## config.mk

```make
export PLATFORM = sky130hd
export DESIGN_NAME = main_memory
export DESIGN_NICKNAME = d
export VERILOG_FILES = /design/src/common/coherence_pkg.sv /design/src/hdl/main_memory.sv
export SDC_FILE = /design/constraint.sdc
export NUM_CORES = 2
export LEC_CHECK = 0
export BUFFER_PORTS_ARGS = -buffer_cell sky130_fd_sc_hd__buf_2
export CAP_MARGIN = 15
export CELL_PAD_IN_SITES_DETAIL_PLACEMENT = 1
export CELL_PAD_IN_SITES_GLOBAL_PLACEMENT = 2
export CORE_MARGIN = 2
export CORE_UTILIZATION = 40
export DETAILED_ROUTE_END_ITERATION = 16
export GPL_TIMING_DRIVEN = 0
export PLACE_DENSITY_LB_ADDON = 0.1
export SYNTH_ARGS = -nofsm -noshare
export SYNTH_HDL_FRONTEND = slang
export SYNTH_SLANG_ARGS = --single-unit
```

## constraint.sdc

```tcl
create_clock -name CLK -period 4.35 [get_ports CLK]
set_clock_uncertainty 0.1 [all_clocks]
set_input_delay 1.0875 -clock CLK [delete_from_list [all_inputs] [get_ports CLK]]
set_output_delay 1.0875 -clock CLK [all_outputs]
set_load 0.01 [all_outputs]
```

## src/common/coherence_pkg.sv

```systemverilog
package coherence_pkg;

	// data and address word
	typedef logic [31:0] word_t;

	// cache line state
	typedef enum logic [1:0] {
		MSI_I = 2'b00,
		MSI_S = 2'b01,
		MSI_M = 2'b10
	} msi_t;

	// core side access, held until busy drops
	typedef struct packed {
		logic ren;
		logic wen;
		word_t addr;
		word_t wdata;
	} core_req_t;

	typedef struct packed {
		logic busy;
		word_t rdata;
	} core_rsp_t;

	// cache to bus controller
	typedef struct packed {
		logic dren;
		logic dwen;
		logic ccwrite;
		// snoop answer, line held modified
		logic cctrans;
		word_t daddr;
		word_t dstore;
	} bus_req_t;

	// bus controller to cache
	typedef struct packed {
		logic dwait;
		word_t dload;
		logic ccwait;
		logic ccinv;
		word_t ccsnoopaddr;
	} bus_rsp_t;

	// bus controller to memory
	typedef struct packed {
		logic ren;
		logic wen;
		word_t addr;
		word_t store;
	} mem_req_t;

	typedef struct packed {
		logic dwait;
		word_t dload;
	} mem_rsp_t;

endpackage
```

## src/hdl/main_memory.sv

```systemverilog
`timescale 1ns/100ps

module main_memory import coherence_pkg::*; #(
	parameter int MEM_WORDS = 64,
	parameter int MEM_WAIT = 2
) (
	input logic CLK,
	input logic nRST,
	input mem_req_t mem_req,
	output mem_rsp_t mem_rsp
);

	localparam int AW = $clog2(MEM_WORDS);
	// counter wide enough for MEM_WAIT, one bit at least
	localparam int CW = (MEM_WAIT > 0) ? $clog2(MEM_WAIT + 1) : 1;

	word_t mem [MEM_WORDS];
	logic [CW-1:0] wait_cnt;
	logic [AW-1:0] word_idx;
	logic active, ready;

	assign active = mem_req.ren | mem_req.wen;
	// ready after MEM_WAIT stalled cycles
	assign ready = active && (wait_cnt == CW'(MEM_WAIT));
	assign word_idx = mem_req.addr[AW-1:0];

	assign mem_rsp.dwait = !ready;
	assign mem_rsp.dload = mem[word_idx];

	// restart after each ack or when idle
	always_ff @(posedge CLK, negedge nRST) begin
		if (!nRST) begin
			wait_cnt <= '0;
		end else if (!active || ready) begin
			wait_cnt <= '0;
		end else begin
			wait_cnt <= wait_cnt + 1'b1;
		end
	end

	// array starts out cleared, writes land on the ack cycle
	always_ff @(posedge CLK, negedge nRST) begin
		if (!nRST) begin
			for (int i = 0; i < MEM_WORDS; i++) begin
				mem[i] <= '0;
			end
		end else if (ready && mem_req.wen) begin
			mem[word_idx] <= mem_req.store;
		end
	end

endmodule

```

==> load_flow_metrics.sql <==
INSERT INTO impl_metrics (metric_group, metric, value, unit) VALUES
('critical_path', 'worstSetupStartpoint', 'mem_req[34]', ''),
('sta', 'rsz0062_at_grt', 'yes', ''),
('sta', 'worst_slack', '-0.9573', 'ns'),
('synthesis', 'number_of_enable_flip_flop_cells_after_synthesis', '0', ''),
('clock_network', 'cts_num_sinks', '2050', ''),
('clock_network', 'numCtsBuffers', '227', ''),
('min_path', 'min-delay-path-class', 'input pin to asynchronous set/reset pin', ''),
('finish', 'area_delta_synth_final', '23.41', '%'),
('drt', 'firstDrtPassIters', '6', ''),
('pwr', 'power.internal', '35300', 'uW'),
('drt', 'drt-total-wl', '492000', 'um'),
('synthesis', 'ys_warn_count', '0', ''),
('run', 'cap_violations', '0', ''),
('floorplan', 'die_x', '485.2', 'um'),
('sta', 'timing.final.crit_share', '122.0', '%'),
('pwr', 'power_switching_share', '28.14', '%'),
('placement', 'global_placer_s_final_weighted_congestion', '0.9991', ''),
('outcome', 'failed_checks', 'negative setup slack', ''),
('clock_network', 'htreeDepth', '4', ''),
('clock_network', 'insertion_delay', '0.88', 'ns'),
('finish', 'drive_gt1_share', '49.91', '%'),
('pwr', 'report.power.total', '49130', 'uW'),
('synthesis', 'syn_area', '92620', 'um^2'),
('grt', 'largest_net_degree_at_the_start_of_global_routing', '159', ''),
('pwr', 'cellPowerDensity', '429.9', 'nW/um^2'),
('sta', 'setup_violations', '432', ''),
('drt', 'vias', '69910', ''),
('synthesis', 'synth.cells.most_frequent', 'sky130_fd_sc_hd__mux2_2 (2,075), sky130_fd_sc_hd__dfrtp_1 (2,050), sky130_fd_sc_hd__a221oi_1 (413)', ''),
('sta', 'max_fclk', '188.4', 'MHz'),
('critical_path', 'timing_worst_setup_path_type', 'input pin to output pin', ''),
('critical_path', 'cell_breakdown_of_the_critical_path', 'buf_16 > buf_12 > nor2b_1 > buf_2 > clkbuf_8 > clkbuf_1 > a22oi_1 > o21ai_1 > o211ai_1 > nand4_1 > buf_2', ''),
('grt', 'antenna_found_initial', '62', ''),
('critical_path', 'path_delay_family', 'buffers and inverters', ''),
('drt', 'wire_per_inst', '46.18', 'um'),
('clock_network', 'clock_path_buffers', '3', ''),
('placement', 'hpwlAfterDp', '354800', 'um'),
('critical_path', 'r2r_setup_slack', '-0.22', 'ns'),
('sta', 'period_minus_ws_final', '5.307', 'ns'),
('drt', 'routed_via_density', '6.562', ''),
('sta', 'timing.max_slew.rel_slack', '10.98', '%'),
('sta', 'slew_violations', '0', ''),
('critical_path', 'ff2ff_path_depth', '8', ''),
('floorplan', 'initial_core_util', '40.25', '%'),
('grt', 'globalRouteOverflowTotal', '0', ''),
('pwr', 'maximum_vdd_drop', '0.3858', 'mV'),
('outcome', 'result_of_the_run', 'finished, violations left', ''),
('drt', 'first_iter_violations', '8198', ''),
('critical_path', 'path_max_fanout', '10', ''),
('floorplan', 'floorplan.core_area', '230100', 'um^2'),
('critical_path', 'r2r_start', 'wait_cnt[0]', ''),
('synthesis', 'postSynth.asyncResetShare', '100.0', '%'),
('finish', 'final-instance-count-excl-fill', '10650', ''),
('grt', 'grt.total_usage', '40.98', '%'),
('synthesis', 'netlist_top_cells_area', 'sky130_fd_sc_hd__dfrtp_1 (55%), sky130_fd_sc_hd__mux2_2 (25%), sky130_fd_sc_hd__a221oi_1 (3.9%), sky130_fd_sc_hd__a22oi_1 (2.0%), sky130_fd_sc_hd__mux2i_1 (1.7%)', ''),
('critical_path', 'most_used_cell_along_the_critical_path', 'sky130_fd_sc_hd__buf_2', ''),
('critical_path', 'critical_path.max_stage_delay', '0.59', 'ns'),
('synthesis', 'synth_area_per_cell', '13.52', 'um^2'),
('placement', 'detailedPlace.worstSlack', '-3.139', 'ns'),
('clock_network', 'cts_hold_buffers', '0', ''),
('placement', 'place.port_buffers', '41', ''),
('clock_network', 'clk_root_buffer_cell', 'sky130_fd_sc_hd__clkbuf_16', ''),
('synthesis', 'synth_fp_nets', '6918', ''),
('floorplan', 'number_of_i_o_pins', '101', ''),
('pwr', 'switchingPower', '13830', 'uW'),
('synthesis', 'synth.top_cell.area_share', '55.39', '%'),
('critical_path', 'worst_ep_required_time', '3.16', 'ns'),
('pwr', 'power_frac_seq', '44.7', '%'),
('finish', 'num-nets-final', '7459', ''),
('critical_path', 'critPathCaptureType', 'output pin', ''),
('synthesis', 'synth_largest_area_cell', 'sky130_fd_sc_hd__dfrtp_1', ''),
('grt', 'grt_pass1_wl', '647300', 'um');
-- final cells by class --
cell class / count / area (um^2)
multi-input cells: 4037 / 41220
repair buffers: 319 / 3789
plain buffers: 751 / 6392
flip-flops and latches: 2050 / 51300
diodes: 49 / 122.6
well taps: 3026 / 3786
inverters: 4 / 31.28
fillers: 22500 / 115800
clock inverters: 57 / 638.1
clock buffers: 360 / 7019
-- routing by layer --
layer	share of wire, %	vias to the layer above	track usage (%)
li1	-	26790	-
met2	42	3887	58.42
met3	11	1067	15.67
met4	6.3	26	21.80
met5	0.17	-	0
met1	40	38140	53.66
-- cell usage in the layout (no fill, tap or decap), types with 104 or more instances in the layout --
| master | n |
|---|---|
| sky130_fd_sc_hd__a221oi_1 | 277 |
| sky130_fd_sc_hd__a221oi_2 | 104 |
| sky130_fd_sc_hd__a22oi_1 | 209 |
| sky130_fd_sc_hd__buf_2 | 178 |
| sky130_fd_sc_hd__buf_4 | 223 |
| sky130_fd_sc_hd__clkbuf_1 | 263 |
| sky130_fd_sc_hd__clkbuf_16 | 246 |
| sky130_fd_sc_hd__clkbuf_8 | 105 |
| sky130_fd_sc_hd__dfrtp_1 | 2050 |
| sky130_fd_sc_hd__mux2_2 | 2069 |
| sky130_fd_sc_hd__mux2i_1 | 118 |
| sky130_fd_sc_hd__nor2_1 | 204 |
-- cell families after synthesis --
kind of cell	count (synthesis)	share of synthesized area [%]
AND/OR/NAND/NOR	481	2.397
flip-flops	2050	55.39
multiplexers	2339	28.71
AO/OA/AOI/OAI	1216	9.748
adder cells (fa/ha/maj)	1	0.01351
buffers and inverters	762	3.742
-- per-stage QoR --
stage | setup TNS, ns | hold slack [ns] | area (um^2)
floorplan | 0 | 0.3082 | 92620
global placement | - | 0.3211 | 96610
detailed placement | -1516.83 | 0.3446 | 97850
CTS | -18.96 | 0.1204 | 111800
global route | -20.81 | 0.1408 | 114200
finish | -63.94 | 0.04025 | 114300
-- worst reg2reg max path: stages (launching register included) --
cell	delay [ns]
sky130_fd_sc_hd__dfrtp_1	0.38
sky130_fd_sc_hd__inv_1	0.06
sky130_fd_sc_hd__ha_1	0.20
sky130_fd_sc_hd__and2_1	0.17
sky130_fd_sc_hd__clkbuf_1	0.78
sky130_fd_sc_hd__nand2_1	0.79
sky130_fd_sc_hd__nor2_1	1.01
sky130_fd_sc_hd__buf_2	0.53
sky130_fd_sc_hd__mux2_2	0.42
-- worst max-delay path by stage --
stage	end
after detailed placement	mem_rsp[26]
after CTS	mem_rsp[1]
after floorplan	mem_rsp[11]
after global routing	mem_rsp[1]
after global placement	mem[396]
final	mem_rsp[1]
-- power groups by stage --
| stage | logic [uW] | clock network (uW) | registers (uW) |
|---|---|---|---|
| final | 7010 | 20100 | 22000 |
| after global routing | 7150 | 21000 | 22200 |
| after CTS | 6510 | 20200 | 21900 |
| after detailed placement | 5780 | 0 | 22200 |
| after global placement | 5520 | 0 | 22100 |
| after floorplan | 3040 | 0 | 21800 |
-- registers in the layout, summed over array words and instances, names as in the netlist --
name and flops:
wait_cnt 2, mem 2048
-- timing repair --
action                                  4_1_cts  5_1_grt
resized for setup                          1366      344
buffers inserted                            123       81
endpoints found under the hold margin         0        0
pin swaps                                   103      135
endpoints found under the setup margin      489      292
gates cloned                                  9        3
Note: power is estimated with default switching activity, not from simulation.
