==> src/common/coherence_pkg.sv <==
package coherence_pkg;

	// data and address word
	typedef logic [31:0] word_t;

	// cache line state
	typedef enum logic [1:0] {
		MSI_I = 2'b00,
		MSI_S = 2'b01,
		MSI_M = 2'b10
	} msi_t;

	// core side access, held until busy drops
	typedef struct packed {
		logic ren;
		logic wen;
		word_t addr;
		word_t wdata;
	} core_req_t;

	typedef struct packed {
		logic busy;
		word_t rdata;
	} core_rsp_t;

	// cache to bus controller
	typedef struct packed {
		logic dren;
		logic dwen;
		logic ccwrite;
		// snoop answer, line held modified
		logic cctrans;
		word_t daddr;
		word_t dstore;
	} bus_req_t;

	// bus controller to cache
	typedef struct packed {
		logic dwait;
		word_t dload;
		logic ccwait;
		logic ccinv;
		word_t ccsnoopaddr;
	} bus_rsp_t;

	// bus controller to memory
	typedef struct packed {
		logic ren;
		logic wen;
		word_t addr;
		word_t store;
	} mem_req_t;

	typedef struct packed {
		logic dwait;
		word_t dload;
	} mem_rsp_t;

endpackage
==> src/hdl/snoop_cache.sv <==
`timescale 1ns/100ps

module snoop_cache import coherence_pkg::*; #(
	parameter int SETS = 4
) (
	input logic CLK,
	input logic nRST,
	input core_req_t core_req,
	output core_rsp_t core_rsp,
	output bus_req_t bus_req,
	input bus_rsp_t bus_rsp
);

	localparam int IW = $clog2(SETS);
	localparam int TW = 32 - IW;

	// what the pending core access needs next
	typedef enum logic [1:0] {
		ACT_HIT,
		ACT_WB,
		ACT_FILL,
		ACT_UPG
	} act_t;

	logic [TW-1:0] tags [SETS];
	word_t data [SETS];
	msi_t line_st [SETS];

	logic [IW-1:0] idx, sidx;
	logic [TW-1:0] tag, stag;
	logic active, tag_hit, bus_done, complete;
	logic snoop_hit, snoop_ack;
	act_t act;

	// core side lookup
	assign idx = core_req.addr[IW-1:0];
	assign tag = core_req.addr[31:IW];
	assign active = core_req.ren | core_req.wen;
	assign tag_hit = (tags[idx] == tag) && (line_st[idx] != MSI_I);

	// snoop side lookup, separate index
	assign sidx = bus_rsp.ccsnoopaddr[IW-1:0];
	assign stag = bus_rsp.ccsnoopaddr[31:IW];
	assign snoop_hit = bus_rsp.ccwait && (tags[sidx] == stag) && (line_st[sidx] != MSI_I);
	// dirty line flushed by the bus
	assign snoop_ack = bus_req.cctrans && !bus_rsp.dwait;

	// own request acked only outside a snoop window
	assign bus_done = !bus_rsp.dwait && !bus_rsp.ccwait;

	always_comb begin
		if (tag_hit && (line_st[idx] == MSI_M || !core_req.wen)) begin
			act = ACT_HIT;
		end else if (tag_hit) begin
			// write to a shared line
			act = ACT_UPG;
		end else if (line_st[idx] == MSI_M) begin
			act = ACT_WB;
		end else begin
			act = ACT_FILL;
		end
	end

	// hits wait out a snoop so flushed data stays current
	assign complete = active && ((act == ACT_HIT && !bus_rsp.ccwait) ||
		(bus_done && (act == ACT_FILL || act == ACT_UPG)));

	assign core_rsp.busy = active && !complete;
	assign core_rsp.rdata = (act == ACT_FILL) ? bus_rsp.dload : data[idx];

	assign bus_req.dren = active && (act == ACT_FILL);
	assign bus_req.dwen = active && (act == ACT_WB);
	assign bus_req.ccwrite = active && core_req.wen && (act == ACT_FILL || act == ACT_UPG);
	assign bus_req.cctrans = snoop_hit && (line_st[sidx] == MSI_M);
	// snoop answer borrows the address and data lines
	assign bus_req.daddr = bus_req.cctrans ? bus_rsp.ccsnoopaddr :
		(act == ACT_WB) ? {tags[idx], idx} : core_req.addr;
	assign bus_req.dstore = bus_req.cctrans ? data[sidx] : data[idx];

	always_ff @(posedge CLK, negedge nRST) begin
		if (!nRST) begin
			for (int i = 0; i < SETS; i++) begin
				line_st[i] <= MSI_I;
			end
		end else begin
			// snoop and own updates never share a cycle
			if (snoop_hit && bus_rsp.ccinv) begin
				line_st[sidx] <= MSI_I;
			end else if (snoop_ack) begin
				line_st[sidx] <= MSI_S;
			end
			if (active && bus_done) begin
				case (act)
					ACT_WB: line_st[idx] <= MSI_I;
					ACT_FILL: line_st[idx] <= core_req.wen ? MSI_M : MSI_S;
					ACT_UPG: line_st[idx] <= MSI_M;
					default: line_st[idx] <= line_st[idx];
				endcase
			end
		end
	end

	// tag and data arrays
	always_ff @(posedge CLK) begin
		if (complete && act == ACT_FILL) begin
			tags[idx] <= tag;
			data[idx] <= core_req.wen ? core_req.wdata : bus_rsp.dload;
		end else if (complete && core_req.wen) begin
			data[idx] <= core_req.wdata;
		end
	end

endmodule

==> config.mk <==
export PLATFORM = sky130hd
export DESIGN_NAME = snoop_cache
export DESIGN_NICKNAME = d
export VERILOG_FILES = /design/src/common/coherence_pkg.sv /design/src/hdl/snoop_cache.sv
export SDC_FILE = /design/constraint.sdc
export NUM_CORES = 1
export LEC_CHECK = 0
export BUFFER_PORTS_ARGS = -buffer_cell sky130_fd_sc_hd__buf_2
export CORE_UTILIZATION = 50
export DETAILED_ROUTE_END_ITERATION = 10
export PLACE_DENSITY = 0.72
export SLEW_MARGIN = 15
export SYNTH_ARGS = -nofsm -noshare
export SYNTH_HDL_FRONTEND = slang
export SYNTH_SLANG_ARGS = --single-unit
==> constraint.sdc <==
create_clock -name CLK -period 7.1 [get_ports CLK]
set_clock_uncertainty 0.1 [all_clocks]
set_input_delay 0 -clock CLK [delete_from_list [all_inputs] [get_ports CLK]]
set_output_delay 0 -clock CLK [all_outputs]
set_load 0.02 [all_outputs]
==> impl_metrics.toml, run 1 <==
[run_status]
status = "completed"

[worst_setup_path]
crit_required_ps = 7000
start_kind = "input pin"
path_class = "input pin to output pin"
endpoint_kind = "output pin"
cp_max_fo = 48
cp.arrival_ps = 4470

[floorplanning]
core_um2 = 27300
io_pins = 236
fp.dieArea_um2 = 28700
die_x_um = 169
fp.dieH_um = 169
num_rows = 60
initial_utilization_pct = 51.4

[synthesis]
syn_inst = 861
avgSynthCellArea_um2 = 16.3
synth.top_cell.area_share_pct = 53.1
synth_enable_flop_cells = 248
ys_seq_area_share_pct = 54.6
synth_warnings = 0
ys_ff_latch = 256
yosysUniqueCellTypes = 49
async_flop_share_pct = 3.13
syn-num-nets = 996
synth_area_um2 = 14000
synth_flop_cell = "edfxtp_1"
synth_largest_area_cell = "edfxtp_1"
ys_top_cells_by_area = "edfxtp_1 53%, mux4_2 21%, mux2_2 3.9%"

[global_routing]
grt_pass1_wl_mm = 57.2
grt_pass1_vias = 9999
antenna_found_initial = 1
gr-total-overflow = 0
grt.total_usage_pct = 26.5
grt_max_degree = 58

[clocking]
cts_buffer_depth = 3
clkLatencyLatePin_ps = 530
clk_pin_slew_ps = 60
cts_tree = "yes"
clock-root-buffer = "clkbuf_16"
cts_buffers = 27
htreeDepth = 1
ctsResizeCount = 0
cts.sinks = 256

[drt]
drt-initial-drc-count = 862
routed_wl_mm = 37.0
dr.pass1.iters = 5
wl_met2_mm = 18.6
met3_length_mm = 3.13
drt-met1-wl_mm = 14.2
routed.top_layer = "met4"
wl_per_cell_um = 23.5
drc = 0
final_antenna_net_count = 0
num_vias = 9677
vias_per_cell = 6.16

[cells_and_area]
drive_gt1_share_pct = 41.7
finalNonFillerCells = 1570
area_delta_synth_final_pct = 23.5
finalNetCount = 1313

[timing]
fin_ws_ps = 2530
relSlewSlack_pct = 31.6
worst_pin_slew_ps = 1030
rsz0062_at_grt = "false"
max_freq_ghz = 0.219
finalSetupTns_ps = 0
period_share_pct = 64.4
final_hold_viol_count = 0
finalMaxSlewViolations = 0
hold_ws_ps = 53.4
finalSetupViolCount = 0
fin_crit_ps = 4570

[place]
place_inst = 1422
dp_hpwl_mm = 23.5
gp_congestion = 0.902
dpl_worst_slack_ps = 2400
portBuffers = 235

[run]
cap_viol_max_count = 0

[power_and_ir_drop]
power_density_nw_per_um2 = 232
p_leak_nw = 6.03
vdd_drop_max_mv = 0.190

[hold_path]
hold_path_class = "input pin to register"
## power by group
| part | switching, mW | internal [mW] |
|---|---|---|
| sequential | 0.0279 | 1.71 |
| clock | 0.566 | 0.840 |
| combinational | 0.503 | 0.372 |
| total | 1.10 | 2.93 |
## worst paths after layout
| path | start | endpoint | slack (ps) | cells past startpoint |
|---|---|---|---|---|
| max | bus_rsp[0] | bus_req[40] | 2530 | 11 |
| min | bus_rsp[33] | line_st[7] | 50 | 4 |
| max reg2reg | tags[3][11] | data[1][6] | 2930 | 8 |
| min reg2reg | line_st[2] | line_st[2] | 480 | 2 |
| max in group asynchronous | nRST | line_st[4] | 6190 | 3 |
| min in group asynchronous | nRST | line_st[6] | 390 | 3 |
## per-stage QoR
stage | instance area [um^2] | utilization (%) | total power [mW]
after floorplan | 14000 | - | 2.32
after global placement | 15400 | 56.6 | 2.58
after detailed placement | 15400 | 56.6 | 2.59
after CTS | 17300 | 63.5 | 4.03
after global routing | 17300 | 63.5 | 4.17
final | 17300 | 63.5 | 4.02
## worst max-delay path, stage by stage
cell and delay [ps]:
buf_4 670, buf_4 580, mux4_2 330, o21ai_0 140, nand4b_1 250, nor4_4 500, and3_2 530, buf_4 730
a31oi_1 80, a21oi_1 310, buf_2 220
## timing repair
action / 4_1_cts / 5_1_grt
endpoints found under the hold margin: 263 / 0
hold buffers: 99 / 0
setup buffers: 0 / 0
## placed cells by master (no fill, tap or decap), types with 31 or more instances in the layout
cell type	count
nor2_1	39
mux2_2	49
dlygate4sd3_1	99
a21oi_1	35
mux4_2	128
xnor2_1	60
mux2_1	31
a31oi_1	31
edfxtp_1	248
o21ai_0	32
buf_2	231
## synthesized netlist by cell type, types with 10 or more instances
cell / n
a21oi_1: 35
mux2_4: 18
nand4_1: 25
mux2_2: 49
nand2_1: 19
a31oi_1: 31
o21ai_0: 32
xnor2_1: 60
buf_6: 11
nand3_1: 10
mux2_1: 31
mux4_2: 128
edfxtp_1: 248
clkbuf_1: 38
nor2_1: 43
## layout make-up
class / instances / area [um^2]
antenna: 1 / 2.50
clock buffer: 31 / 691
clock inverter: 17 / 191
fill: 1961 / 9940
inverter: 2 / 7.51
multi-input combinational: 538 / 5990
sequential: 256 / 7650
tap: 372 / 465
timing repair buffer: 353 / 2320
## logic make-up after synthesis
| kind of cell | share of synthesized area (%) |
|---|---|
| buffers and inverters | 2.82 |
| muxes | 29.0 |
| DFF | 54.6 |
| AOI/OAI and AO/OA | 4.86 |
| xor gates and xnor gates | 3.75 |
| and+or+nand+nor | 5.02 |
## sequential cells by signal (all words and copies together) (netlist names)
register and cells:
data 128, tags 120, line_st 8
## layer usage
metal	up-vias	GRT usage, %
met5	-	0
met4	0	9.05
met3	65	5.08
met2	517	44.7
met1	4908	34.6
li1	4187	-
Note: power is estimated with default switching activity, not from simulation.
==> inputs of run 2 (changes only) <==
ABC_AREA = 1   (was not set)
PLACE_DENSITY = 0.75   (was 0.72)
clock period = 4.08 ns   (was 7.1 ns; I/O delays follow)
==> impl_metrics.toml, run 2 <==
[cells_and_area]
top_register = "data"
fin_util_pct = 63.5
drive_gt1_share_pct = 16.2
largestRegisters = "data (128), tags (120), line_st (8)"
largest_reg_flops = 128
n_antenna_cell = 0
layout_common_cells = "697 x nand2_1, 248 x edfxtp_1, 235 x buf_2"
finalNetCount = 2323
area_delta_synth_final_pct = 23.5
layout_commonest_cell = "nand2_1"

[worst_setup_path]
slowest_stage = "nand2_4"
endpoint_kind = "output pin"
cp_max_fo = 36
path_cells = "inv_1 > nor2_1 > a21oi_1 > nand2_1 > nand2_1 > nand2_1 > inv_1 > nand2_1 > nor2_1 > nand2_1 > nor2_2 > nand2_4 > buf_4 > nand2_4 > nand2_1 > nand3_1 > o21ai_0 > buf_2"
start_kind = "register"
crit_required_ps = 3980
path_common_cell = "nand2_1"
critical_path_buf_inv_count = 4
cp.arrival_ps = 3520
cpPeakStageDelay_ps = 440
path_class = "register to output pin"
crit_family = "simple AND/OR/NAND/NOR gates"

[run_status]
status = "completed"

[drt]
vias_per_cell = 5.71
wl_per_cell_um = 18.6
routed_wl_mm = 48.3
drt-initial-drc-count = 1637
drt-met1-wl_mm = 18.6
wl_met2_mm = 22.6
final_antenna_net_count = 0
drc = 0
num_vias = 14800
met3_length_mm = 4.79
routed.top_layer = "met4"
dr.pass1.iters = 5

[timing]
finalSetupTns_ps = 0
finalMaxSlewViolations = 0
relSlewSlack_pct = 30.7
rsz0062_at_grt = "false"
worst_pin_slew_ps = 1040
finalSetupViolCount = 0
period_share_pct = 88.7
fin_crit_ps = 3620
final_hold_viol_count = 0
max_freq_ghz = 0.276

[synthesis]
avgSynthCellArea_um2 = 7.97
ys_seq_area_share_pct = 51.1
synth_enable_flop_cells = 248
synth_flop_cell = "edfxtp_1"
synth_area_um2 = 15000
synth_largest_area_cell = "edfxtp_1"
async_flop_share_pct = 3.13
yosysUniqueCellTypes = 32
synth.top_cell.area_share_pct = 49.8
syn-num-nets = 2011
synth_warnings = 0
yosysMostFrequentCell = "nand2_1"
synth_common_cells = "699 x nand2_1, 248 x edfxtp_1, 232 x inv_1"
ys_top_cells_by_area = "edfxtp_1 50%, nand2_1 18%, inv_1 5.8%"
syn_inst = 1876
ys_ff_latch = 256

[clocking]
htreeDepth = 1
ctsResizeCount = 0
clk_pin_slew_ps = 60
cts_tree = "yes"
clock-root-buffer = "clkbuf_16"
cts.sinks = 256
clkLatencyLatePin_ps = 550
cts_buffer_depth = 3
cts_buffers = 28

[floorplanning]
core_um2 = 29100
num_rows = 62
initial_utilization_pct = 51.4
fp.dieArea_um2 = 30600
io_pins = 236
fp.dieH_um = 175
die_x_um = 175

[hold_path]
hold_path_class = "input pin to register"

[global_routing]
grt.total_usage_pct = 31.2
grt_pass1_wl_mm = 74.3
antenna_found_initial = 0
grt_max_degree = 82
grt_pass1_vias = 14100
gr-total-overflow = 0

[place]
dp_hpwl_mm = 32.2
gp_congestion = 0.968
portBuffers = 235

[power_and_ir_drop]
vdd_drop_max_mv = 0.293
power_density_nw_per_um2 = 382
p_leak_nw = 8.56

[run]
cap_viol_max_count = 0
## run 2: changes by cell type in the layout (fill, tap and decap cells not counted), sizes merged, moves of 26 or more
cell	change
a221oi	+32
a31oi	-30
buf	+26
inv	+236
mux2	-98
mux4	-128
nand2	+684
nand3	+96
nor2	+56
o21ai	+132
o22ai	+35
xnor2	-60
## run 2: final cells by class
class,count,area (um^2)
Fill cell,2418,10600
Timing Repair Buffer,380,2560
Multi-Input combinational cell,1283,5960
Inverter,239,897
Sequential cell,256,7650
Tap cell,384,480
Clock inverter,22,190
Clock buffer,30,729
## run 2: repair_timing
item	CTS	global route
endpoints found under the hold margin	264	0
hold buffers	100	0
buffers inserted	0	0
## run 2: final timing paths
check / startpoint / endpoint / slack, ps / cells past startpoint
setup / recovery: tags[3][22] / bus_req[51] / 460 / 18
setup reg to reg: tags[3][22] / tags[1][4] / 900 / 16
hold / removal: bus_rsp[0] / line_st[4] / 40 / 6
min in group asynchronous: nRST / line_st[6] / 390 / 3
max in group asynchronous: nRST / line_st[1] / 3170 / 3
hold reg to reg: line_st[7] / line_st[7] / 510 / 2
## run 2: logic make-up (layout without fill, tap and decap cells)
kind of cell	Yosys count	after routing	synth area share (%)
AND/OR/NAND/NOR	958	958	26.1
buffers and inverters	337	671	9.35
AO/OA/AOI/OAI	324	324	13.4
flip-flops	256	256	51.1
XOR/XNOR	1	1	0.0586
## run 2: through the flow
| stage | instance area (um^2) | total power, mW | instances | setup slack [ps] | hold WS [ps] |
|---|---|---|---|---|---|
| 2_1_floorplan | 15000 | 3.98 | 1876 | 460 | -396 |
| 3_3_place_gp | 16500 | 4.46 | 2442 | 536 | -242 |
| 3_5_place_dp | 16500 | 4.48 | 2442 | 443 | -235 |
| 4_1_cts | 18500 | 7.05 | 2594 | 546 | 15.6 |
| 5_1_grt | 18500 | 7.31 | 2594 | 233 | 96.0 |
| 6_report | 18500 | 7.06 | 2594 | 459 | 41.5 |
## run 2: per-layer routing
metal	GRT usage [%]	vias up
met3	4.48	158
met2	51.6	893
met5	0	-
met4	15.5	0
met1	40.0	6822
li1	-	6946
## run 2: worst reg2reg max path: stages, from the launching register on
cell,delay [ps]
edfxtp_1,400
inv_1,70
nor2_1,40
a21oi_1,260
nand2_1,90
nand2_1,70
nand2_1,50
inv_1,50
nand2_1,40
nor2_1,160
nand2_1,90
nor2_2,260
nand3_1,120
a21oi_1,230
nand2_1,240
nor2_4,350
buf_12,250
## run 2: power breakdown
part	internal (mW)	switching (mW)	leakage (nW)
sequential	2.98	0.0375	2.35
combinational	0.510	1.02	5.78
clock	1.43	1.08	0.437
==> inputs of run 3 (changes only) <==
ABC_AREA = 0   (was 1)
GPL_TIMING_DRIVEN = 1   (was not set)
==> impl_metrics.toml, run 3 (synthesis gave the netlist of run 1 again) <==
[clocking]
cts.sinks = 256
htreeDepth = 1
cts_buffer_depth = 3
clkLatencyLatePin_ps = 550
clock-root-buffer = "clkbuf_16"
cts_tree = "yes"
clk_pin_slew_ps = 60
cts_buffers = 28

[power_and_ir_drop]
seqPwrFrac_pct = 43.8
p_sw_share_pct = 28.1
power_density_nw_per_um2 = 396
vdd_drop_max_mv = 0.293
p_leak_nw = 6.09
power.switching_mw = 1.94
power.share.combinational_pct = 22.6
pwr-share-clk_pct = 33.6
intPower_mw = 4.97

[worst_setup_path]
cp_max_fo = 17
endpoint_kind = "output pin"
endpoint = "bus_req[55]"
cp.arrival_ps = 3780
path_class = "register to output pin"
reg2reg_depth = 9
start_kind = "register"
crit_required_ps = 3980
startpoint = "tags[3][12]"
regToRegEndpoint = "line_st[2]"
ff2ff_setup_slack_ps = 570
rr_startpoint = "tags[0][17]"

[cells_and_area]
finalNetCount = 1328
layout_common_cells = "248 x edfxtp_1, 232 x buf_2, 128 x mux4_2"
area_delta_synth_final_pct = 24.4
top_register = "data"
layout_commonest_cell = "edfxtp_1"
largest_reg_flops = 128
largestRegisters = "data (128), tags (120), line_st (8)"
drive_gt1_share_pct = 42.0
fillers = 1909

[timing]
fin_crit_ps = 3880
rsz0062_at_grt = "false"
finalMaxSlewViolations = 0
fin_ws_ps = 201
relSlewSlack_pct = 48.4
max_freq_ghz = 0.258
finalSetupViolCount = 0
worst_pin_slew_ps = 774
final_hold_viol_count = 0
finalSetupTns_ps = 0
period_share_pct = 95.1

[place]
portBuffers = 235
dpl_worst_slack_ps = 363
dp_hpwl_mm = 24.8
gp_congestion = 0.844

[global_routing]
grt.total_usage_pct = 26.8
gr-total-overflow = 0
grt_pass1_vias = 10000
antenna_found_initial = 2
grt_pass1_wl_mm = 57.9
grt_max_degree = 42

[drt]
vias_per_cell = 6.27
drt-initial-drc-count = 962
num_vias = 9928
drc = 0
final_antenna_net_count = 0
wl_per_cell_um = 24.2
dr.pass1.iters = 5
routed_wl_mm = 38.3

[run_status]
status = "completed"

[floorplanning]
core_um2 = 27300
num_rows = 60
fp.dieH_um = 169
io_pins = 236
fp.dieArea_um2 = 28700
initial_utilization_pct = 51.4
die_x_um = 169

[hold_path]
hold_path_class = "input pin to register"

[run]
cap_viol_max_count = 0
==> run 3: stage by stage <==
stage / hold slack (ps) / area (um^2) / cells / power, mW / utilization, %
after floorplan: -396 / 14000 / 861 / 4.04 / -
after global placement: -236 / 15600 / 1435 / 4.52 / 57.2
after detailed placement: -231 / 15600 / 1435 / 4.54 / 57.2
after CTS: 8.74 / 17400 / 1582 / 6.93 / 64.0
after global routing: 57.7 / 17400 / 1584 / 7.14 / 64.0
final: 38.8 / 17400 / 1584 / 6.91 / 64.0
==> run 3: power by group through the flow <==
stage	logic [mW]	clock network [mW]	registers [mW]
2_1_floorplan	0.978	0	3.06
3_3_place_gp	1.44	0	3.07
3_5_place_dp	1.46	0	3.08
4_1_cts	1.55	2.35	3.03
5_1_grt	1.65	2.45	3.03
6_report	1.56	2.32	3.03
==> run 3: worst min-delay path by stage <==
| stage | from | endpoint | slack [ps] | cells after the start |
|---|---|---|---|---|
| 6_report | bus_rsp[33] | line_st[1] | 40 | 4 |
| 4_1_cts | bus_rsp[33] | line_st[7] | 9 | 4 |
| 3_5_place_dp | nRST | line_st[6] | -230 | 1 |
| 2_1_floorplan | nRST | line_st[0] | -400 | 0 |
| 3_3_place_gp | nRST | line_st[6] | -240 | 1 |
| 5_1_grt | bus_rsp[33] | line_st[7] | 60 | 4 |
==> run 3: cell type report <==
| type | count | area [um^2] | share of cell area, % |
|---|---|---|---|
| Clock buffer | 35 | 727 | 4.17 |
| Antenna cell | 2 | 5.00 | 0.0287 |
| Sequential cell | 256 | 7650 | 43.8 |
| Clock inverter | 12 | 114 | 0.653 |
| Multi-Input combinational cell | 538 | 5990 | 34.3 |
| Timing Repair Buffer | 367 | 2490 | 14.3 |
| Tap cell | 372 | 465 | 2.67 |
| Inverter | 2 | 7.51 | 0.0430 |
==> run 3: per-layer routing <==
layer / GRT usage, % / share of wire [%] / wire, um / vias to the layer above
met2: 43.2 / 49 / 18800 / 619
met5: 0 / 0 / 0 / -
met1: 35.7 / 38 / 14500 / 4976
met3: 5.18 / 9.4 / 3580 / 99
li1: - / - / - / 4234
met4: 11.8 / 3.7 / 1430 / 0
==> run 3: worst max-delay path: stages (launching register included) <==
cell      delay (ps)
edfxtp_1         380
mux4_2           540
xnor2_1          380
nand4_1          140
nor4_1           580
and2_1           410
buf_4            300
o21ai_0          130
a21oi_1          170
buf_2            190
==> run 3: what timing repair did <==
| action | 4_1_cts | 5_1_grt |
|---|---|---|
| buffers inserted | 0 | 0 |
| hold buffers | 100 | 0 |
| endpoints found under the hold margin | 263 | 0 |
| resized for setup | 0 | 0 |
