--- src/common/coherence_pkg.sv ---
package coherence_pkg;

	// data and address word
	typedef logic [31:0] word_t;

	// cache line state
	typedef enum logic [1:0] {
		MSI_I = 2'b00,
		MSI_S = 2'b01,
		MSI_M = 2'b10
	} msi_t;

	// core side access, held until busy drops
	typedef struct packed {
		logic ren;
		logic wen;
		word_t addr;
		word_t wdata;
	} core_req_t;

	typedef struct packed {
		logic busy;
		word_t rdata;
	} core_rsp_t;

	// cache to bus controller
	typedef struct packed {
		logic dren;
		logic dwen;
		logic ccwrite;
		// snoop answer, line held modified
		logic cctrans;
		word_t daddr;
		word_t dstore;
	} bus_req_t;

	// bus controller to cache
	typedef struct packed {
		logic dwait;
		word_t dload;
		logic ccwait;
		logic ccinv;
		word_t ccsnoopaddr;
	} bus_rsp_t;

	// bus controller to memory
	typedef struct packed {
		logic ren;
		logic wen;
		word_t addr;
		word_t store;
	} mem_req_t;

	typedef struct packed {
		logic dwait;
		word_t dload;
	} mem_rsp_t;

endpackage
--- src/bus_control/bus_control.sv ---
`timescale 1ns/100ps

module bus_control import coherence_pkg::*; (
	input logic CLK,
	input logic nRST,
	input bus_req_t [1:0] cache_req,
	output bus_rsp_t [1:0] cache_rsp,
	output mem_req_t mem_req,
	input mem_rsp_t mem_rsp
);

	typedef enum logic [2:0] {
		IDLE,
		ARBITRATE,
		SNOOP,
		MEM_WB,
		MOD_WB,
		MEM_READ,
		COMPLETE
	} bus_state_t;

	bus_state_t state, next_state;
	logic grant, next_grant;
	logic other;
	logic [1:0] live;
	mem_req_t next_mem_req;
	word_t read_data;

	// any of the three requests counts as live
	assign live[0] = cache_req[0].dren | cache_req[0].dwen | cache_req[0].ccwrite;
	assign live[1] = cache_req[1].dren | cache_req[1].dwen | cache_req[1].ccwrite;

	// the cache that lost arbitration is the one snooped
	assign other = ~grant;

	always_ff @(posedge CLK, negedge nRST) begin
		if (!nRST) begin
			state <= IDLE;
			grant <= 1'b0;
			mem_req <= '0;
		end else begin
			state <= next_state;
			grant <= next_grant;
			mem_req <= next_mem_req;
		end
	end

	// read word kept for the complete state
	always_ff @(posedge CLK) begin
		if (state == MEM_READ && !mem_rsp.dwait) begin
			read_data <= mem_rsp.dload;
		end
	end

	always_comb begin
		next_state = state;
		next_grant = grant;
		// memory request held unless a state changes it
		next_mem_req = mem_req;

		for (int i = 0; i < 2; i++) begin
			cache_rsp[i].dwait = 1'b1;
			cache_rsp[i].dload = '0;
			cache_rsp[i].ccwait = 1'b0;
			cache_rsp[i].ccinv = 1'b0;
			// snoop address broadcast to both
			cache_rsp[i].ccsnoopaddr = cache_req[grant].daddr;
		end

		// snoop window lasts while the winner is still asking
		if (state != IDLE && state != ARBITRATE) begin
			cache_rsp[other].ccwait = live[grant];
		end

		case (state)
			IDLE: begin
				if (live[0] || live[1]) begin
					next_state = ARBITRATE;
				end
			end

			ARBITRATE: begin
				// cache 0 always wins a tie
				next_grant = ~live[0];
				next_state = SNOOP;
			end

			SNOOP: begin
				if (cache_req[grant].dwen) begin
					// victim writeback, straight to memory
					next_state = MEM_WB;
					next_mem_req = '{ren: 1'b0, wen: 1'b1,
						addr: cache_req[grant].daddr, store: cache_req[grant].dstore};
				end else if (live[grant] && cache_req[other].cctrans) begin
					// other side is dirty, flush it first
					next_state = MOD_WB;
					next_mem_req = '{ren: 1'b0, wen: 1'b1,
						addr: cache_req[other].daddr, store: cache_req[other].dstore};
				end else if (cache_req[grant].dren) begin
					// read for ownership kills the other copy now
					cache_rsp[other].ccinv = cache_req[grant].ccwrite;
					next_state = MEM_READ;
					next_mem_req = '{ren: 1'b1, wen: 1'b0,
						addr: cache_req[grant].daddr, store: '0};
				end else if (cache_req[grant].ccwrite) begin
					// upgrade, no memory traffic
					cache_rsp[other].ccinv = 1'b1;
					cache_rsp[grant].dwait = 1'b0;
					next_state = IDLE;
				end else begin
					next_state = IDLE;
				end
			end

			MEM_WB: begin
				if (!mem_rsp.dwait) begin
					cache_rsp[grant].dwait = 1'b0;
					next_mem_req = '0;
					next_state = IDLE;
				end
			end

			MOD_WB: begin
				if (!mem_rsp.dwait) begin
					// snooped cache sees its flush acknowledged
					cache_rsp[other].dwait = 1'b0;
					cache_rsp[other].ccinv = cache_req[grant].ccwrite;
					if (cache_req[grant].dren) begin
						next_state = MEM_READ;
						next_mem_req = '{ren: 1'b1, wen: 1'b0,
							addr: cache_req[grant].daddr, store: '0};
					end else begin
						// upgrade done once the dirty copy is out
						cache_rsp[grant].dwait = 1'b0;
						next_mem_req = '0;
						next_state = IDLE;
					end
				end
			end

			MEM_READ: begin
				if (!mem_rsp.dwait) begin
					next_mem_req = '0;
					next_state = COMPLETE;
				end
			end

			COMPLETE: begin
				cache_rsp[grant].dwait = 1'b0;
				cache_rsp[grant].dload = read_data;
				next_state = IDLE;
			end

			default: begin
				next_mem_req = '0;
				next_state = IDLE;
			end
		endcase
	end

endmodule

--- config.mk ---
export PLATFORM = sky130hd
export DESIGN_NAME = bus_control
export DESIGN_NICKNAME = d
export VERILOG_FILES = /design/src/common/coherence_pkg.sv /design/src/bus_control/bus_control.sv
export SDC_FILE = /design/constraint.sdc
export NUM_CORES = 1
export LEC_CHECK = 0
export ABC_AREA = 1
export BUFFER_PORTS_ARGS = -buffer_cell sky130_fd_sc_hd__clkbuf_2
export CAP_MARGIN = 10
export CELL_PAD_IN_SITES_DETAIL_PLACEMENT = 1
export CELL_PAD_IN_SITES_GLOBAL_PLACEMENT = 1
export CORE_MARGIN = 10
export CORE_UTILIZATION = 33
export DETAILED_ROUTE_END_ITERATION = 16
export GPL_ROUTABILITY_DRIVEN = 1
export PLACE_DENSITY = 0.84
export SYNTH_ARGS = -nofsm -noshare
export SYNTH_HDL_FRONTEND = slang
export SYNTH_SLANG_ARGS = --single-unit
--- constraint.sdc ---
create_clock -name CLK -period 7.95 [get_ports CLK]
set_clock_uncertainty 0.15 [all_clocks]
set_input_delay 0.795 -clock CLK [delete_from_list [all_inputs] [get_ports CLK]]
set_output_delay 0.795 -clock CLK [all_outputs]
set_load 0.005 [all_outputs]
==> results.json, run 1 <==
{
  "status": "complete, no violations",
  "vdd_ir_drop_max_v": 0.000155,
  "p_per_area_nw_per_um2": 321,
  "clk_latency_ns": 0.35,
  "rows": 54,
  "p_total_uw": 2960,
  "min_path_type": "reg -> reg",
  "grt_pass1_wl_um": 46000,
  "antennaDiodeCount": 0,
  "synth_area_leader_cell": "dfrtp_1",
  "post_cts_resized": 0,
  "cts_max_path_buffers": 2,
  "grt_use_total_pct": 19.7,
  "hold_depth": 2,
  "rsz0062_at_grt": "no",
  "vias": 8258,
  "cap_violations": 0,
  "yosysSeqAreaShare_pct": 37.3,
  "maxSlewHeadroom_pct": 19.7,
  "multi_input_area_sq_um": 3390,
  "yosys_register_bits": 102,
  "tns_ns": 0,
  "first_iter_violations": 407,
  "die_h_um": 168,
  "cp-end-kind": "output pin",
  "die_area_sq_um": 28300,
  "ys_types": 28,
  "post-route-min-period_ns": 4.50,
  "fin_util_pct": 42.4,
  "fin_crit_sh_pct": 56.6,
  "io_buffers": 370,
  "syn_to_final_growth_pct": 27.0,
  "ioPinCount": 371,
  "synth_area_leaders": "dfrtp_1, nand2_1, edfxtp_1",
  "core_sq_um": 21800,
  "drc": 0,
  "grt-ovfl-total": 0,
  "worstMarginPinSlew_ns": 1.21,
  "fmax_mhz": 222,
  "post_cts_buffers": 0,
  "cp.arrival_ns": 3.55,
  "crit_fanout": 133,
  "drive_above_1_share_pct": 29.7,
  "power.leakage_uw": 0.00537,
  "postCtsHoldBufs": 0,
  "htree_levels": 3,
  "antenna_left": 0,
  "first_pass_iters": 4,
  "fin_nets": 1564,
  "netlist_instances": 1111,
  "gp_congestion": 0.806,
  "routed_wl_um": 29200,
  "grt_max_degree": 134,
  "place_hpwl_um": 22500,
  "hold_viol": 0,
  "filler_cell_count": 2930,
  "finalSetupViolCount": 0,
  "antenna_found_initial": 0,
  "clock-sinks": 102,
  "slew_viol_final": 0,
  "numCtsBuffers": 9,
  "avgSynthCellArea_sq_um": 6.54,
  "seq_area_sq_um": 2720,
  "yosys_warnings": 0,
  "crit_type": "reg -> out",
  "cts_root_buf": "clkbuf_16",
  "worstPathRequired_ns": 7.01,
  "clk_pin_slew_ns": 0.07,
  "via_per_inst": 4.92,
  "reg2reg_depth": 11,
  "cts_tree": "yes",
  "synth_top_area_share_pct": 24.1,
  "start_util_pct": 33.4,
  "start_kind": "flop",
  "wl_per_cell_um": 17.4,
  "synth_nets": 1282,
  "grt_pass1_vias": 8679,
  "die_w_um": 168,
  "synth_area_sq_um": 7260
}
## kinds of logic after synthesis
family / count (synthesis) / synth area share [%]
AOI/OAI and AO/OA: 177 / 13.4
buffers and inverters: 253 / 16.2
DFF: 102 / 37.3
muxes: 1 / 0.138
and+or+nand+nor: 578 / 32.9
## flip-flops by register name, indices dropped and copies added (netlist names)
register / count
grant: 1
read_data: 32
mem_req: 66
state: 3
## final cells by class
cell class                      count  share of cell area, %
Tap cell                          280                   3.80
Inverter                          146                   5.97
Clock buffer                        9                   2.44
Multi-Input combinational cell    756                   36.7
Sequential cell                   102                   29.4
Timing Repair Buffer              378                   20.8
Clock inverter                      7                  0.882
## final timing paths
check                            startpoint              to  slack [ns]
worst max register to register        grant     mem_req[34]        4.03
worst min-delay path            mem_req[17]     mem_req[17]        0.32
worst max-delay path                  grant  cache_rsp[133]        3.45
min in group asynchronous              nRST     mem_req[34]        0.43
max in group asynchronous              nRST           grant        6.51
worst min register to register  mem_req[17]     mem_req[17]        0.32
## synth_stat cells
library cell  count
edfxtp_1         32
a21oi_1          37
clkbuf_1         19
nor2_1           46
o21ai_0         105
nand3_1          74
o2111ai_1         1
nand2_4           2
nor2_2            1
nor3_1           71
dfrtp_1          70
buf_4            35
nand3_2           1
buf_1             8
inv_4             1
buf_2            39
nor3b_2           1
a21oi_2           1
a22oi_1          32
inv_1           137
nand2_1         379
mux2i_1           1
o21ai_1           1
nand2_2           1
or2_2             1
nand4_1           1
inv_2             8
buf_6             6
## cell usage in the layout, fill, tap and decap left out, types with 2 or more instances in the layout
master     netlist  layout
dfrtp_1         70      69
a21oi_1         37      37
nand2_1        379     379
clkbuf_2         0     369
inv_1          137     137
clkbuf_16        0       9
nand3_2          1       2
nor2_1          46      43
nand2_4          2       2
nand3_1         74      73
nor2_2           1       4
buf_4           35       9
a22oi_1         32      32
o21ai_0        105     105
clkinv_4         0       2
inv_2            8       8
nor3_1          71      71
inv_8            0       2
edfxtp_1        32      32
## per-layer routing
| layer | track usage [%] | wire (um) | up-vias |
|---|---|---|---|
| met3 | 5.87 | 2090 | 34 |
| met2 | 35.8 | 15100 | 246 |
| li1 | - | - | 4062 |
| met5 | 0 | 0 | - |
| met1 | 21.5 | 11400 | 3916 |
| met4 | 6.02 | 621 | 0 |
## critical path: stages, from the launching register on
cell and delay (ns):
dfrtp_4 0.80, buf_4 0.74, buf_4 0.96, o21ai_0 0.21
nor3_1 0.15, o21ai_0 0.10, clkbuf_2 0.13
## report_power, final
part	switching [uW]	internal, uW	total, uW
sequential	119	680	799
clock	217	249	466
combinational	1150	546	1700
total	1490	1470	2960
## stage by stage
step | hold WS (ns) | instances | worst slack, ns | area [sq um]
finish | 0.323 | 1678 | 3.45 | 9230
CTS | 0.328 | 1678 | 3.40 | 9230
detailed placement | 0.308 | 1662 | 3.78 | 8920
global route | 0.354 | 1678 | 3.06 | 9230
global placement | 0.305 | 1662 | 3.89 | 8920
floorplan | 0.315 | 1111 | 5.22 | 7260
No activity file was read; power rests on OpenSTA's default activity.
==> run 2: changes to the inputs <==
Settings changed: ABC_AREA 1 to 0, CORE_UTILIZATION 33 to 29, PLACE_DENSITY 0.84 to 0.74.
Clock period 7.95 ns to 4.1 ns, I/O delays scaled along.
==> results.json, run 2 <==
{
  "htree_levels": 3,
  "start_kind": "flop",
  "postCtsHoldBufs": 0,
  "syn_to_final_growth_pct": 32.3,
  "yosysSeqAreaShare_pct": 40.9,
  "largest_reg_flops": 66,
  "filler_cell_count": 2751,
  "drive_above_1_share_pct": 47.9,
  "die_h_um": 171,
  "worstMarginPinSlew_ns": 0.963,
  "fin_nets": 1163,
  "cts_root_buf": "clkbuf_16",
  "routed_wl_um": 27400,
  "yosys_warnings": 0,
  "synth_most_common_cell": "nand2_1",
  "start_util_pct": 29.4,
  "worstPathRequired_ns": 3.54,
  "reg.largest.list": "mem_req: 66 flops, read_data: 32 flops, state: 3 flops",
  "synthFlopType": "dfrtp_1",
  "rsz0062_at_grt": "no",
  "via_per_inst": 5.12,
  "multi_input_area_sq_um": 3420,
  "vdd_ir_drop_max_v": 0.000335,
  "antenna_found_initial": 1,
  "ys_async_sr_fraction_pct": 68.6,
  "clock-sinks": 102,
  "post_cts_resized": 0,
  "power.leakage_uw": 0.00436,
  "stdcell_area_sq_um": 8770,
  "die_area_sq_um": 29300,
  "synth_area_leader_cell": "dfrtp_1",
  "synth_area_sq_um": 6630,
  "avgSynthCellArea_sq_um": 9.66,
  "first_pass_iters": 4,
  "placed_area_sq_um": 8460,
  "hold_ws_ns": 0.0409,
  "finalSetupViolCount": 0,
  "clk_latency_ns": 0.35,
  "maxSlewHeadroom_pct": 35.8,
  "io_buffers": 370,
  "grt_use_total_pct": 17.9,
  "die_w_um": 171,
  "wl_per_cell_um": 21.4,
  "ioPinCount": 371,
  "status": "complete, no violations",
  "gp_congestion": 0.853,
  "place_hpwl_um": 21500,
  "post_cts_buffers": 0,
  "p_per_area_nw_per_um2": 521,
  "crit_fanout": 67,
  "fin_crit_sh_pct": 80.5,
  "crit_path_max_incr_delay_ns": 0.80,
  "rows": 55,
  "grt_pass1_vias": 7057,
  "stdcell_count": 1283,
  "critPathSlowestCell": "and3_1",
  "netlist_instances": 687,
  "path_cells": "buf_4, and3_1, and2_1, clkbuf_2",
  "min_path_type": "in -> async",
  "drc": 0,
  "clk_pin_slew_ns": 0.08,
  "cap_violations": 0,
  "first_iter_violations": 321,
  "cp.depth": 4,
  "regMostFlops": "mem_req",
  "final_common_cell": "clkbuf_2",
  "hold_viol": 0,
  "synth_top_area_share_pct": 26.4,
  "synth_area_leaders": "dfrtp_1, edfxtp_1, mux2_2",
  "slew_viol_final": 0,
  "cts_tree": "yes",
  "grt-ovfl-total": 0,
  "seq_area_sq_um": 2720,
  "dp_cells": 1266,
  "mostFrequentLayoutCells": "clkbuf_2, nand2_1, dfrtp_1, mux2_2, and2_1",
  "synthTopCellsByCount": "nand2_1, dfrtp_1, mux2_2, and2_1, a21oi_1",
  "crit_type": "reg -> out",
  "path_delay_family": "simple AND/OR/NAND/NOR gates",
  "cp.arrival_ns": 2.74,
  "cp-end-kind": "output pin",
  "crit_buf_inv": 2,
  "grt_max_degree": 71,
  "vias": 6573,
  "numCtsBuffers": 9,
  "synth_nets": 858,
  "yosys_register_bits": 102,
  "core_sq_um": 22600,
  "synth_edf_count": 32,
  "reg2reg_depth": 7,
  "fmax_mhz": 303,
  "post-route-min-period_ns": 3.30,
  "cts_max_path_buffers": 2,
  "tns_ns": 0,
  "antenna_left": 0,
  "ys_types": 45,
  "grt_pass1_wl_um": 41400
}
-- run 2: cell families (layout without fill, tap and decap cells) --
group	after synthesis	after routing	share of synthesized area, %
and+or+nand+nor	241	241	19.1
DFF	102	102	40.9
muxes	69	69	11.9
AOI/OAI and AO/OA	183	183	20.2
buffers and inverters	92	402	7.92
other	0	1	0
-- run 2: power by group --
group	internal [uW]	total, uW	leakage (uW)	switching, uW
combinational	959	2160	0.00297	1200
sequential	1300	1500	0.00124	199
clock	489	919	0.000154	430
total	2750	4570	0.00436	1830
-- run 2: final timing paths --
| path | start | to | slack [ns] |
|---|---|---|---|
| setup / recovery | grant | cache_rsp[122] | 0.80 |
| hold / removal | nRST | mem_req[9] | 0.04 |
| setup reg to reg | grant | mem_req[49] | 1.18 |
| hold reg to reg | mem_req[38] | mem_req[38] | 0.34 |
| max in group asynchronous | nRST | grant | 3.05 |
| min in group CLK | mem_rsp[26] | read_data[26] | 0.08 |
-- run 2: area by class of cell --
| type | instances | area share [%] |
|---|---|---|
| tap | 285 | 4.06 |
| multi-input combinational | 493 | 38.9 |
| inverter | 1 | 0.0428 |
| sequential | 102 | 31.0 |
| clock buffer | 9 | 2.57 |
| timing repair buffer | 385 | 22.4 |
| antenna | 1 | 0.0285 |
| clock inverter | 7 | 0.998 |
-- run 2: worst register-to-register path, cell delays in order (launching register included) --
cell      delay [ns]
dfrtp_4         0.58
or4_4           0.57
and2_1          0.15
buf_4           0.26
a31oi_4         0.56
buf_4           0.31
a221oi_1        0.11
o21ai_1         0.15
-- run 2: stage by stage --
stage	util, %	worst slack (ns)	power, uW
after floorplan	-	1.32	2890
after global placement	37.5	1.21	3680
after detailed placement	37.5	1.08	3730
after CTS	38.9	0.683	4670
after global routing	38.9	0.520	4920
final	38.9	0.798	4570
-- run 2: routing by layer --
layer | wire [um] | global-route usage [%] | vias to the layer above
met4 | 677 | 5.78 | 0
met5 | 0 | 0 | -
met1 | 10900 | 20.4 | 3174
met3 | 2630 | 6.99 | 31
li1 | - | - | 3088
met2 | 13200 | 30.1 | 280
==> run 3: changes to the inputs <==
Settings changed: CORE_UTILIZATION 29 to 32, PLACE_DENSITY 0.74 to 0.78.
Clock period 4.1 ns to 3.4 ns, I/O delays scaled along.
==> results.json, run 3 (same netlist as run 2, synthesis figures left out) <==
{
  "vias": 6694,
  "clk_pin_slew_ns": 0.07,
  "tns_ns": 0,
  "critPathSlowestCell": "dfrtp_4",
  "first_iter_violations": 315,
  "fmax_mhz": 345,
  "dr_wl_met3_um": 2190,
  "hold_ws_ns": -0.0132,
  "die_area_sq_um": 26900,
  "min_path_type": "in -> async",
  "via_per_inst": 5.19,
  "p_total_uw": 5490,
  "violations": "hold timing",
  "met1_length_um": 11000,
  "die_h_um": 164,
  "p_int_uw": 3330,
  "dp_cells": 1253,
  "fin_util_pct": 44.1,
  "power.leakage_uw": 0.00443,
  "p_comb_share_pct": 48.1,
  "vdd_ir_drop_max_v": 0.000291,
  "post-route-min-period_ns": 2.90,
  "status": "finished with violations",
  "cp.arrival_ns": 2.41,
  "ioPinCount": 371,
  "reg.largest.list": "mem_req: 66 flops, read_data: 32 flops, state: 3 flops",
  "grt_max_degree": 71,
  "antenna_found_initial": 4,
  "grt-ovfl-total": 0,
  "rsz0062_at_grt": "no",
  "gp_congestion": 0.803,
  "place_hpwl_um": 21000,
  "p_per_area_nw_per_um2": 614,
  "first_pass_iters": 4,
  "clk_latency_ns": 0.34,
  "drive_above_1_share_pct": 47.1,
  "numCtsBuffers": 9,
  "regMostFlops": "mem_req",
  "clock-sinks": 102,
  "cts_root_buf": "clkbuf_16",
  "power.share.sequential_pct": 32.7,
  "top_layer": "met5",
  "antenna_left": 0,
  "htree_levels": 3,
  "cap_violations": 0,
  "hold_viol": 9,
  "cts_tree": "yes",
  "worstMarginPinSlew_ns": 0.954,
  "crit_type": "reg -> out",
  "routed-wl-met2_um": 13900,
  "maxSlewHeadroom_pct": 36.4,
  "die_w_um": 164,
  "cp-end-kind": "output pin",
  "worstPathRequired_ns": 2.91,
  "stdcell_count": 1290,
  "path_cells": "buf_4, mux2_2, nor2_1, nand2_1, o31a_1, nor2_1, clkbuf_2",
  "finalSetupViolCount": 0,
  "grt_use_total_pct": 19.7,
  "fin_crit_sh_pct": 85.2,
  "routed_wl_um": 27700,
  "cts_max_path_buffers": 2,
  "start_kind": "flop",
  "drc": 0,
  "fin_nets": 1183,
  "wl_per_cell_um": 21.5,
  "mostFrequentLayoutCells": "clkbuf_2, nand2_1, dfrtp_1, mux2_2, and2_1",
  "p_clk_share_pct": 19.3,
  "power_switching_uw": 2160,
  "cpMostUsedCell": "nor2_1",
  "core_sq_um": 20300,
  "largest_reg_flops": 66,
  "grt_pass1_vias": 7269,
  "io_buffers": 370,
  "final_common_cell": "clkbuf_2",
  "slew_viol_final": 0,
  "syn_to_final_growth_pct": 34.8,
  "crit_path_max_incr_delay_ns": 0.50,
  "grt_pass1_wl_um": 41900,
  "start_util_pct": 32.7,
  "p_sw_share_pct": 39.4,
  "rows": 52,
  "crit_fanout": 42,
  "post_cts_resized": 0
}
run 3: cell count changes in the layout (fill, tap and decap cells not counted), moves of 2 or more:
| cell | before | now |
|---|---|---|
| dlygate4sd3_1 | 0 | 18 |
| clkinv_4 | 3 | 0 |
| clkinvlp_4 | 0 | 2 |
| diode_2 | 1 | 3 |
| inv_8 | 2 | 0 |
run 3: repair_timing:
| action | in CTS | in global routing |
|---|---|---|
| hold buffers | 18 | 0 |
| setup buffers | 0 | 0 |
| hold endpoints to repair | 18 | 0 |
run 3: worst paths after layout:
| path | start | to | slack [ns] | depth (start not counted) |
|---|---|---|---|---|
| setup / recovery | grant | cache_rsp[99] | 0.50 | 7 |
| max in group asynchronous | nRST | grant | 2.39 | 1 |
| min in group CLK | mem_rsp[9] | read_data[9] | 0.02 | 1 |
| setup reg to reg | state[1] | mem_req[36] | 0.74 | 6 |
| hold reg to reg | mem_req[15] | mem_req[15] | 0.34 | 1 |
| hold / removal | nRST | mem_req[19] | -0.01 | 1 |
run 3: layout make-up:
| class | count | area [sq um] |
|---|---|---|
| fillers | 2506 | 11400 |
| multi-input cells | 493 | 3410 |
| flip-flops and latches | 102 | 2720 |
| repair buffers | 405 | 2170 |
| well taps | 270 | 338 |
| clock buffers | 10 | 229 |
| clock inverters | 6 | 67.6 |
| diodes | 3 | 7.51 |
| inverters | 1 | 3.75 |
run 3: power by group through the flow:
stage,clock network [uW],registers [uW],logic (uW)
after floorplan,0,1750,1730
after global placement,0,1800,2640
after detailed placement,0,1820,2670
after CTS,1100,1790,2710
after global routing,1150,1830,2930
final,1060,1790,2640
run 3: layer usage:
metal	GRT usage, %	vias to the layer above
met2	34.4	268
li1	-	3133
met1	22.1	3254
met5	0	-
met3	6.46	37
met4	6.50	2
run 3: critical path: cells and delay by family (launching register included):
kind / cells / cell delay, ns
buf+inv: 2 / 0.60
mux: 1 / 0.40
compound gates: 1 / 0.14
simple gates: 3 / 0.41
flops: 1 / 0.50
run 3: metrics by stage:
stage,setup WS [ns],cell area [sq um]
CTS,0.460,8940
finish,0.503,8940
floorplan,0.616,6630
global route,0.333,8940
global placement,0.771,8460
detailed placement,0.700,8460
